`src/common/mipsPkg.sv`:
```
`default_nettype none

package mipsPkg;

	localparam int numRegs = 32;

	typedef logic [31:0] wordT;
	typedef logic [29:0] wordAddrT;
	typedef logic [$clog2(numRegs)-1:0] regIdxT;

	typedef enum logic [5:0] {
		opRType = 6'd0,
		opJ     = 6'd2,
		opBeq   = 6'd4,
		opAddi  = 6'd8,
		opLw    = 6'd35,
		opSw    = 6'd43
	} opcodeT;

	typedef enum logic [5:0] {
		fnAdd = 6'd32,
		fnSub = 6'd34,
		fnAnd = 6'd36,
		fnOr  = 6'd37,
		fnSlt = 6'd42
	} functT;

	// aluFunct defers the choice to the R-type function code in execute
	typedef enum logic [2:0] {
		aluAdd,
		aluSub,
		aluAnd,
		aluOr,
		aluSlt,
		aluFunct
	} aluOpT;

	typedef struct packed {
		logic regWrite;
		logic memRead;
		logic memWrite;
		logic memToReg; // load data instead of alu result
	} ctrlT;

	localparam wordT nopWord = '0;

endpackage

`default_nettype wire

```
`src/common/pipeIf.sv`:
```
`timescale 1ns/100ps
`default_nettype none

interface decodeExIf;
	import mipsPkg::*;

	ctrlT ctrl;
	aluOpT aluOp;
	logic useImm;
	wordT readData1;
	wordT readData2;
	wordT immediate; // sign extended, funct sits in the low bits
	regIdxT rs;
	regIdxT rt;
	regIdxT destReg;

	modport decodeSide (output ctrl, aluOp, useImm, readData1, readData2,
		immediate, rs, rt, destReg);
	modport executeSide (input ctrl, aluOp, useImm, readData1, readData2,
		immediate, rs, rt, destReg);
endinterface

interface forwardIf;
	import mipsPkg::*;

	regIdxT memDest;
	wordT memValue;
	logic memRegWrite;
	logic memIsLoad;
	regIdxT wbDest;
	wordT wbValue;
	logic wbRegWrite;

	modport producer (output memDest, memValue, memRegWrite, memIsLoad,
		wbDest, wbValue, wbRegWrite);
	modport consumer (input memDest, memValue, memRegWrite, memIsLoad,
		wbDest, wbValue, wbRegWrite);
endinterface

`default_nettype wire

```
`src/decode/registerFile.sv`:
```
`timescale 1ns/100ps
`default_nettype none

module registerFile (
	input logic clk,
	input logic rst_n,
	input logic freeze,
	input mipsPkg::regIdxT readIdx1,
	input mipsPkg::regIdxT readIdx2,
	output mipsPkg::wordT readData1,
	output mipsPkg::wordT readData2,
	input logic writeEn,
	input mipsPkg::regIdxT writeIdx,
	input mipsPkg::wordT writeData
);
	import mipsPkg::*;

	wordT regs [numRegs];

	always_ff @(posedge clk or negedge rst_n) begin
		if (!rst_n) begin
			for (int i = 0; i < numRegs; i++)
				regs[i] <= '0;
		end else if (writeEn && !freeze && writeIdx != '0) begin
			regs[writeIdx] <= writeData; // r0 stays zero
		end
	end

	// write-through so decode sees the value retiring this cycle
	assign readData1 = (writeEn && writeIdx == readIdx1 && readIdx1 != '0) ?
		writeData : regs[readIdx1];
	assign readData2 = (writeEn && writeIdx == readIdx2 && readIdx2 != '0) ?
		writeData : regs[readIdx2];

endmodule

`default_nettype wire

```
`src/decode/decodeStage.sv`:
```
`timescale 1ns/100ps
`default_nettype none

module decodeStage #(
	parameter mipsPkg::wordT resetPc = '0
) (
	input logic clk,
	input logic rst_n,
	input logic freeze,
	output logic icacheRen,
	output mipsPkg::wordAddrT icacheAddr,
	input mipsPkg::wordT icacheRdata,
	decodeExIf.decodeSide decodeEx,
	forwardIf.consumer forward
);
	import mipsPkg::*;

	wordT ir;
	wordAddrT pc;
	wordAddrT nextPc;
	wordAddrT branchTarget;
	wordAddrT jumpTarget;
	opcodeT opcode;
	regIdxT rs;
	regIdxT rt;
	regIdxT srcRs;
	regIdxT srcRt;
	regIdxT idDest;
	regIdxT issueDest;
	regIdxT exDest; // copy of what execute holds
	ctrlT idCtrl;
	ctrlT issueCtrl;
	aluOpT idAluOp;
	logic idUseImm;
	logic isBeq;
	logic isJump;
	logic exIsLoad;
	logic loadUse;
	logic branchHazard;
	logic hazard;
	logic redirect;
	wordT immExt;
	wordT regData1;
	wordT regData2;

	// mem stage bypass for the branch compare, wb is covered by the register file
	function automatic wordT branchOperand(regIdxT src, wordT regValue);
		if (forward.memRegWrite && !forward.memIsLoad && forward.memDest == src && src != '0)
			return forward.memValue;
		return regValue;
	endfunction

	assign opcode = opcodeT'(ir[31:26]);
	assign rs = ir[25:21];
	assign rt = ir[20:16];
	assign immExt = {{16{ir[15]}}, ir[15:0]};

	always_comb begin
		idCtrl = '0;
		idAluOp = aluAdd;
		idUseImm = 1'b0;
		idDest = '0;
		srcRs = rs;
		srcRt = rt;
		isBeq = 1'b0;
		isJump = 1'b0;
		case (opcode)
			opRType: begin
				idCtrl.regWrite = 1'b1;
				idAluOp = aluFunct;
				idDest = ir[15:11];
			end
			opAddi, opLw: begin
				idCtrl.regWrite = 1'b1;
				idCtrl.memRead = (opcode == opLw);
				idCtrl.memToReg = (opcode == opLw);
				idUseImm = 1'b1;
				idDest = rt;
				srcRt = '0; // rt is the destination here
			end
			opSw: begin
				idCtrl.memWrite = 1'b1;
				idUseImm = 1'b1;
			end
			opBeq: begin
				idAluOp = aluSub;
				isBeq = 1'b1;
			end
			opJ: begin
				isJump = 1'b1;
				srcRs = '0;
				srcRt = '0;
			end
			default: begin
				srcRs = '0;
				srcRt = '0;
			end
		endcase
	end

	assign loadUse = exIsLoad && exDest != '0 && (exDest == srcRs || exDest == srcRt);
	// a load still in mem cannot feed the compare either
	assign branchHazard = isBeq && ((exDest != '0 && (exDest == rs || exDest == rt))
		|| (forward.memIsLoad && forward.memDest != '0
		&& (forward.memDest == rs || forward.memDest == rt)));
	assign hazard = loadUse || branchHazard;

	assign branchTarget = pc + wordAddrT'(immExt); // pc already points past the beq
	assign jumpTarget = {pc[29:26], ir[25:0]};
	assign redirect = !hazard && (isJump
		|| (isBeq && branchOperand(rs, regData1) == branchOperand(rt, regData2)));
	assign nextPc = redirect ? (isJump ? jumpTarget : branchTarget) : pc + 30'd1;

	assign issueCtrl = hazard ? ctrlT'('0) : idCtrl;
	assign issueDest = hazard ? '0 : idDest;

	assign decodeEx.ctrl = issueCtrl;
	assign decodeEx.aluOp = idAluOp;
	assign decodeEx.useImm = idUseImm;
	assign decodeEx.readData1 = regData1;
	assign decodeEx.readData2 = regData2;
	assign decodeEx.immediate = immExt;
	assign decodeEx.rs = srcRs;
	assign decodeEx.rt = srcRt;
	assign decodeEx.destReg = issueDest;

	assign icacheAddr = pc;

	always_ff @(posedge clk or negedge rst_n) begin
		if (!rst_n) begin
			icacheRen <= 1'b0;
			pc <= resetPc[31:2];
			ir <= nopWord;
			exDest <= '0;
			exIsLoad <= 1'b0;
		end else begin
			icacheRen <= 1'b1;
			if (!freeze) begin
				exDest <= issueDest;
				exIsLoad <= issueCtrl.memRead;
				if (!hazard) begin
					pc <= nextPc;
					ir <= redirect ? nopWord : icacheRdata; // flush the slot behind a taken jump
				end
			end
		end
	end

	registerFile i_registerFile (
		.clk(clk),
		.rst_n(rst_n),
		.freeze(freeze),
		.readIdx1(rs),
		.readIdx2(rt),
		.readData1(regData1),
		.readData2(regData2),
		.writeEn(forward.wbRegWrite),
		.writeIdx(forward.wbDest),
		.writeData(forward.wbValue)
	);

endmodule

`default_nettype wire

```
`src/rtl/executeStage.sv`:
```
`timescale 1ns/100ps
`default_nettype none

module executeStage (
	input logic clk,
	input logic rst_n,
	input logic freeze,
	decodeExIf.executeSide decodeEx,
	forwardIf.consumer forward,
	output mipsPkg::ctrlT exCtrl,
	output mipsPkg::wordT aluResult,
	output mipsPkg::wordT storeData,
	output mipsPkg::regIdxT exDest
);
	import mipsPkg::*;

	ctrlT ctrl;
	aluOpT aluOp;
	aluOpT op;
	logic useImm;
	regIdxT rs;
	regIdxT rt;
	regIdxT destReg;
	wordT readData1;
	wordT readData2;
	wordT immediate;
	wordT opA;
	wordT opB;
	wordT aluIn2;
	wordT result;
	functT funct;

	function automatic wordT pickOperand(regIdxT src, wordT regValue);
		if (src == '0)
			return regValue;
		if (forward.memRegWrite && forward.memDest == src) // mem is younger, wins
			return forward.memValue;
		if (forward.wbRegWrite && forward.wbDest == src)
			return forward.wbValue;
		return regValue;
	endfunction

	function automatic aluOpT functOp(functT f);
		case (f)
			fnSub: return aluSub;
			fnAnd: return aluAnd;
			fnOr: return aluOr;
			fnSlt: return aluSlt;
			default: return aluAdd;
		endcase
	endfunction

	always_ff @(posedge clk or negedge rst_n) begin
		if (!rst_n) begin
			ctrl <= '0;
			aluOp <= aluAdd;
			useImm <= 1'b0;
			rs <= '0;
			rt <= '0;
			destReg <= '0;
		end else if (!freeze) begin
			ctrl <= decodeEx.ctrl;
			aluOp <= decodeEx.aluOp;
			useImm <= decodeEx.useImm;
			rs <= decodeEx.rs;
			rt <= decodeEx.rt;
			destReg <= decodeEx.destReg;
		end
	end

	always_ff @(posedge clk) begin
		if (!freeze) begin
			readData1 <= decodeEx.readData1;
			readData2 <= decodeEx.readData2;
			immediate <= decodeEx.immediate;
		end
	end

	assign funct = functT'(immediate[5:0]);
	assign op = (aluOp == aluFunct) ? functOp(funct) : aluOp;
	assign opA = pickOperand(rs, readData1);
	assign opB = pickOperand(rt, readData2);
	assign aluIn2 = useImm ? immediate : opB;

	always_comb begin
		case (op)
			aluSub: result = opA - aluIn2;
			aluAnd: result = opA & aluIn2;
			aluOr: result = opA | aluIn2;
			aluSlt: result = wordT'($signed(opA) < $signed(aluIn2));
			default: result = opA + aluIn2;
		endcase
	end

	always_ff @(posedge clk or negedge rst_n) begin
		if (!rst_n) begin
			exCtrl <= '0;
			exDest <= '0;
		end else if (!freeze) begin
			exCtrl <= ctrl;
			exDest <= destReg;
		end
	end

	always_ff @(posedge clk) begin
		if (!freeze) begin
			aluResult <= result;
			storeData <= opB; // forwarded rt for sw
		end
	end

endmodule

`default_nettype wire

```
`src/rtl/memoryStage.sv`:
```
`timescale 1ns/100ps
`default_nettype none

module memoryStage (
	input logic clk,
	input logic rst_n,
	input logic freeze,
	input mipsPkg::ctrlT exCtrl,
	input mipsPkg::wordT aluResult,
	input mipsPkg::wordT storeData,
	input mipsPkg::regIdxT exDest,
	output logic dcacheRen,
	output logic dcacheWen,
	output mipsPkg::wordAddrT dcacheAddr,
	output mipsPkg::wordT dcacheWdata,
	input mipsPkg::wordT dcacheRdata,
	forwardIf.producer forward
);
	import mipsPkg::*;

	wordT memValue;
	wordT wbValue;
	regIdxT wbDest;
	logic wbRegWrite;

	assign dcacheRen = exCtrl.memRead;
	assign dcacheWen = exCtrl.memWrite;
	assign dcacheAddr = aluResult[31:2]; // word address
	assign dcacheWdata = storeData;

	assign memValue = exCtrl.memToReg ? dcacheRdata : aluResult;

	always_ff @(posedge clk or negedge rst_n) begin
		if (!rst_n) begin
			wbDest <= '0;
			wbRegWrite <= 1'b0;
		end else if (!freeze) begin
			wbDest <= exDest;
			wbRegWrite <= exCtrl.regWrite;
		end
	end

	always_ff @(posedge clk) begin
		if (!freeze)
			wbValue <= memValue;
	end

	assign forward.memDest = exDest;
	assign forward.memValue = memValue;
	assign forward.memRegWrite = exCtrl.regWrite;
	assign forward.memIsLoad = exCtrl.memRead;
	assign forward.wbDest = wbDest;
	assign forward.wbValue = wbValue;
	assign forward.wbRegWrite = wbRegWrite;

endmodule

`default_nettype wire

```
`src/rtl/mipsPipeline.sv`:
```
`timescale 1ns/100ps
`default_nettype none

module mipsPipeline #(
	parameter mipsPkg::wordT resetPc = '0
) (
	input logic clk,
	input logic rst_n,
	output logic icacheRen,
	output mipsPkg::wordAddrT icacheAddr,
	input mipsPkg::wordT icacheRdata,
	input logic icacheStall,
	output logic dcacheRen,
	output logic dcacheWen,
	output mipsPkg::wordAddrT dcacheAddr,
	output mipsPkg::wordT dcacheWdata,
	input mipsPkg::wordT dcacheRdata,
	input logic dcacheStall
);
	import mipsPkg::*;

	logic freeze;
	ctrlT exCtrl;
	wordT aluResult;
	wordT storeData;
	regIdxT exDest;

	decodeExIf decodeEx ();
	forwardIf forward ();

	assign freeze = icacheStall | dcacheStall; // either cache holds the whole pipe

	decodeStage #(
		.resetPc(resetPc)
	) i_decodeStage (
		.clk(clk),
		.rst_n(rst_n),
		.freeze(freeze),
		.icacheRen(icacheRen),
		.icacheAddr(icacheAddr),
		.icacheRdata(icacheRdata),
		.decodeEx(decodeEx.decodeSide),
		.forward(forward.consumer)
	);

	executeStage i_executeStage (
		.clk(clk),
		.rst_n(rst_n),
		.freeze(freeze),
		.decodeEx(decodeEx.executeSide),
		.forward(forward.consumer),
		.exCtrl(exCtrl),
		.aluResult(aluResult),
		.storeData(storeData),
		.exDest(exDest)
	);

	memoryStage i_memoryStage (
		.clk(clk),
		.rst_n(rst_n),
		.freeze(freeze),
		.exCtrl(exCtrl),
		.aluResult(aluResult),
		.storeData(storeData),
		.exDest(exDest),
		.dcacheRen(dcacheRen),
		.dcacheWen(dcacheWen),
		.dcacheAddr(dcacheAddr),
		.dcacheWdata(dcacheWdata),
		.dcacheRdata(dcacheRdata),
		.forward(forward.producer)
	);

endmodule

`default_nettype wire

```
`config.mk`:
```
export PLATFORM = sky130hd
export DESIGN_NAME = mipsPipeline
export DESIGN_NICKNAME = d
export VERILOG_FILES = /design/src/common/mipsPkg.sv /design/src/common/pipeIf.sv /design/src/decode/registerFile.sv /design/src/decode/decodeStage.sv /design/src/rtl/executeStage.sv /design/src/rtl/memoryStage.sv /design/src/rtl/mipsPipeline.sv
export SDC_FILE = /design/constraint.sdc
export NUM_CORES = 2
export LEC_CHECK = 0
export ABC_AREA = 1
export BUFFER_PORTS_ARGS = -buffer_cell sky130_fd_sc_hd__buf_2
export CORE_MARGIN = 5
export CORE_UTILIZATION = 40
export CTS_BUF_LIST = sky130_fd_sc_hd__clkbuf_2 sky130_fd_sc_hd__clkbuf_4 sky130_fd_sc_hd__clkbuf_8
export DETAILED_ROUTE_END_ITERATION = 10
export SLEW_MARGIN = 20
export SYNTH_ARGS = -nofsm -noshare
export SYNTH_HDL_FRONTEND = slang
export SYNTH_HIERARCHICAL = 1
export SYNTH_SLANG_ARGS = --single-unit
```
`constraint.sdc`:
```
create_clock -name clk -period 3.68 [get_ports clk]
set_clock_uncertainty 0.2 [all_clocks]
set_input_delay 0.184 -clock clk [delete_from_list [all_inputs] [get_ports clk]]
set_output_delay 0.184 -clock clk [all_outputs]
set_load 0.005 [all_outputs]
```
==> qor.csv <==
stage,metric,value,unit
run_status,status,"complete, but fails checks",
run_status,violations,setup timing,
layout,utilization,0.539,
logic_synthesis,syn_nets,12359,
clock_tree,cts_tree,built,
placement,io_buffers,162,
drt,wirelength_met1,152,mm
power,peakVddDrop,0.000454,V
power,p_leak,51.6,nW
drt,via_per_inst,5.79,
layout,final_common_cell,nand2_1,
die,start_util,0.402,
drt,route.detailed.drc,0,
logic_synthesis,async_flop_share,0.855,
layout,layout-drive-gt1-share,0.245,
logic_synthesis,seq_area_frac_synth,0.414,
global_route,grt_pass1_vias,85393,
global_route,grt_use_total,0.336,
logic_synthesis,syn_area_per_cell,6.77,µm²
sta,hold_viol,0,
placement,place_area,0.0936,mm²
global_route,antenna_found_initial,12,
global_route,grt_max_degree,90,
critical_path,end_kind,flip-flop,
drt,dr_wl_met3,44.3,mm
layout,layout_common_cells,"3926 x nand2_1, 1418 x nand3_1, 1398 x o21ai_0",
clock_tree,cts_root_buffer,clkbuf_8,
power,p_int,37.2,mW
clock_tree,cts_buffers,237,
power,power_density,569,mW/mm²
sta,setup_slack,-0.427,ns
drt,antenna_left,0,
sta,worstMarginPinSlew,1.30,ns
sta,rsz0062_at_grt,true,
layout,multi_input_area,0.0473,mm²
logic_synthesis,ys_warn_count,6,
sta,setup_viol,86,
logic_synthesis,synth-edff-count,192,
drt,wirelength,386,mm
power,seq_power_share,0.277,
logic_synthesis,synth.distinct_cells,59,
sta,slew_viol_final,0,
logic_synthesis,synth-seq-cells,1323,
critical_path,worstSetupStartpointType,flip-flop,
drt,top_layer_used,met5,
drt,drt-initial-drc-count,13015,
clock_tree,cts_max_level,4,
worst_hold_path,worstHoldPathType,primary input to flip-flop,
placement,place_congestion,0.973,
sta,fin_crit_sh,1.12,
clock_tree,clk_latency,1.05,ns
placement,hpwl,242,mm
die,die-area,0.215,mm²
layout,stdcell_count,16021,
power,p_sw,25.5,mW
drt,wl_per_cell,24.1,µm
clock_tree,clkTransAtPathRegs,0.06,ns
power,p_clk_frac,0.254,
critical_path,critPathKind,flip-flop to flip-flop,
power,comb_power_share,0.470,
logic_synthesis,syn_inst,12148,
layout,fillers,19073,
power,total_power,62.7,mW
layout,areaGrowthSynthToFinish,34.0,%
critical_path,required,4.35,ns
die,core_area,0.205,mm²
sta,fmax,244,MHz
drt,vias,92767,
clock_tree,cts_sinks,1323,
drt,drtPass1Iterations,9,
critical_path,crit_arrival,4.78,ns
layout,final_nets,13334,
layout,final_cell_area,0.110,mm²
clock_tree,cts.path.max_buffers,3,
sta,maxSlewHeadroom,0.136,
sta,tns,-24.36,ns
power,swShare,0.407,
sta,fin_crit,4.11,ns
logic_synthesis,ys.flop_type,dfrtp_1,
global_route,grt_pass1_wl,554,mm
placement,dpl.cell_count,15169,
drt,met2RoutedLength,165,mm
global_route,overflow,0,
critical_path,ff2ff_setup_slack,-0.43,ns
die,io_pins,163,
die,die_h,463,µm
logic_synthesis,netlist_area,0.0822,mm²
die,rows,166,
job,cap_violations,0,
layout,regArea,0.0341,mm²
die,die_w,463,µm
critical_path,critical_path.max_fanout,17,
state kept, by name, indices dropped and copies added (netlist names), 30 cells and up:
name                               cells
i_decodeStage/i_registerFile/regs   1024
i_decodeStage/icacheAddr              30
i_decodeStage/ir                      32
i_executeStage/aluResult              32
i_executeStage/immediate              32
i_executeStage/readData1              32
i_executeStage/readData2              32
i_executeStage/storeData              32
i_memoryStage/forward.wbValue         32
logic make-up after synthesis:
family / count (synthesis) / share of synthesized area
AND/OR/NAND/NOR: 7109 / 0.355
AO/OA/AOI/OAI: 1935 / 0.121
buffers and inverters: 1557 / 0.0793
flip-flops: 1323 / 0.414
adder cells (fa/ha/maj): 143 / 0.0220
XOR/XNOR: 79 / 0.00841
other: 2 / 0.0000913
final cells by class:
cell class	instances	share of cell area
Tap cell	2688	0.0305
Clock inverter	66	0.00660
Multi-Input combinational cell	9268	0.429
Timing Repair Buffer	1726	0.161
Inverter	564	0.0205
Timing Repair inverter	3	0.000624
Antenna cell	13	0.000295
Sequential cell	1323	0.309
Clock buffer	370	0.0423
power by group through the flow:
stage                     Clock [mW]  Sequential (mW)  Combinational (mW)
after detailed placement           0             17.5                22.3
after global placement             0             17.5                22.2
after CTS                       16.1             17.3                25.2
final                           15.9             17.4                29.4
after global routing            16.8             17.5                31.2
after floorplan                    0             17.1                11.7
critical path: stages, from the launching register on:
cell       delay, ns
dfrtp_4         0.53
buf_4           0.16
buf_4           0.19
buf_6           0.16
xnor2_1         0.15
nand3_1         0.13
nor2_4          0.23
nand2_8         0.13
bufbuf_16       0.32
o21ai_0         0.15
nand2_1         0.08
nand2_2         0.12
nand2_4         0.07
nor2_4          0.14
nand2_2         0.07
nor2_2          0.09
nand3_2         0.14
buf_6           0.18
nand2_8         0.09
nor2_4          0.10
buf_6           0.14
buf_6           0.12
buf_6           0.12
nand2_2         0.04
o21ai_1         0.06
routing by layer:
metal	track usage	vias to the layer above
met5	0	-
met2	0.506	5981
li1	-	41361
met3	0.0724	1292
met4	0.177	6
met1	0.454	44127
path summary, 6_finish.rpt:
kind | start | end | cells after the start
worst max-delay path | i_decodeStage/ir[21] | i_decodeStage/ir[19] | 24
worst min-delay path | dcacheRdata[14] | i_memoryStage/forward.wbValue[14] | 5
worst max register to register | i_decodeStage/ir[21] | i_decodeStage/ir[19] | 24
worst min register to register | i_decodeStage/i_registerFile/regs[994] | i_decodeStage/i_registerFile/regs[994] | 0
max in group asynchronous | rst_n | i_decodeStage/icacheAddr[25] | 5
min in group asynchronous | rst_n | i_decodeStage/i_registerFile/regs[288] | 4
cell usage after synthesis, types with 4 or more instances:
cell       instances  area share
a22oi_1            5     0.00046
nand2_1         4417        0.20
nor2_1           941       0.043
buf_1             62      0.0028
and2_1             8     0.00061
nand4_1           55      0.0042
a31oi_1            7     0.00053
xnor2_1           25      0.0027
edfxtp_1         192       0.070
inv_2             50      0.0023
and2_4             6     0.00064
xor2_1            54      0.0058
a21oi_1          202       0.012
o21ai_2           16      0.0017
nand3_1         1554       0.095
a21boi_0           6     0.00055
or2_1              4     0.00030
clkbuf_1         742       0.034
o21ai_0         1481       0.090
nor3_1            36      0.0022
nand3b_1          21      0.0019
o22ai_1           21      0.0016
buf_6             17      0.0023
nor2_2             8     0.00061
buf_4            112       0.010
inv_1            509       0.023
o21bai_1          16      0.0015
o21ai_1          144      0.0088
a21o_1             5     0.00046
or2_2             20      0.0015
o211ai_1          10     0.00091
ha_1             140       0.021
nor3_2             8     0.00097
buf_2             55      0.0033
dfrtp_1         1131        0.34
nand2_2           22      0.0017
o2111ai_1         10      0.0011
repair_timing:
item	CTS	global route
endpoints found under the setup margin	88	93
resized for setup	673	1036
endpoints found under the hold margin	1242	0
pin swaps	195	458
hold buffers	103	0
gates cloned	29	44
setup buffers	117	141
per-stage QoR:
step / setup slack (ns) / hold slack, ns
after detailed placement: -0.785 / 0.150
final: -0.427 / 0.113
after global placement: -0.771 / 0.150
after global routing: -0.514 / 0.0787
after floorplan: 0.0862 / -0.312
after CTS: -0.292 / 0.00492
Note: power is estimated with default switching activity, not from simulation.
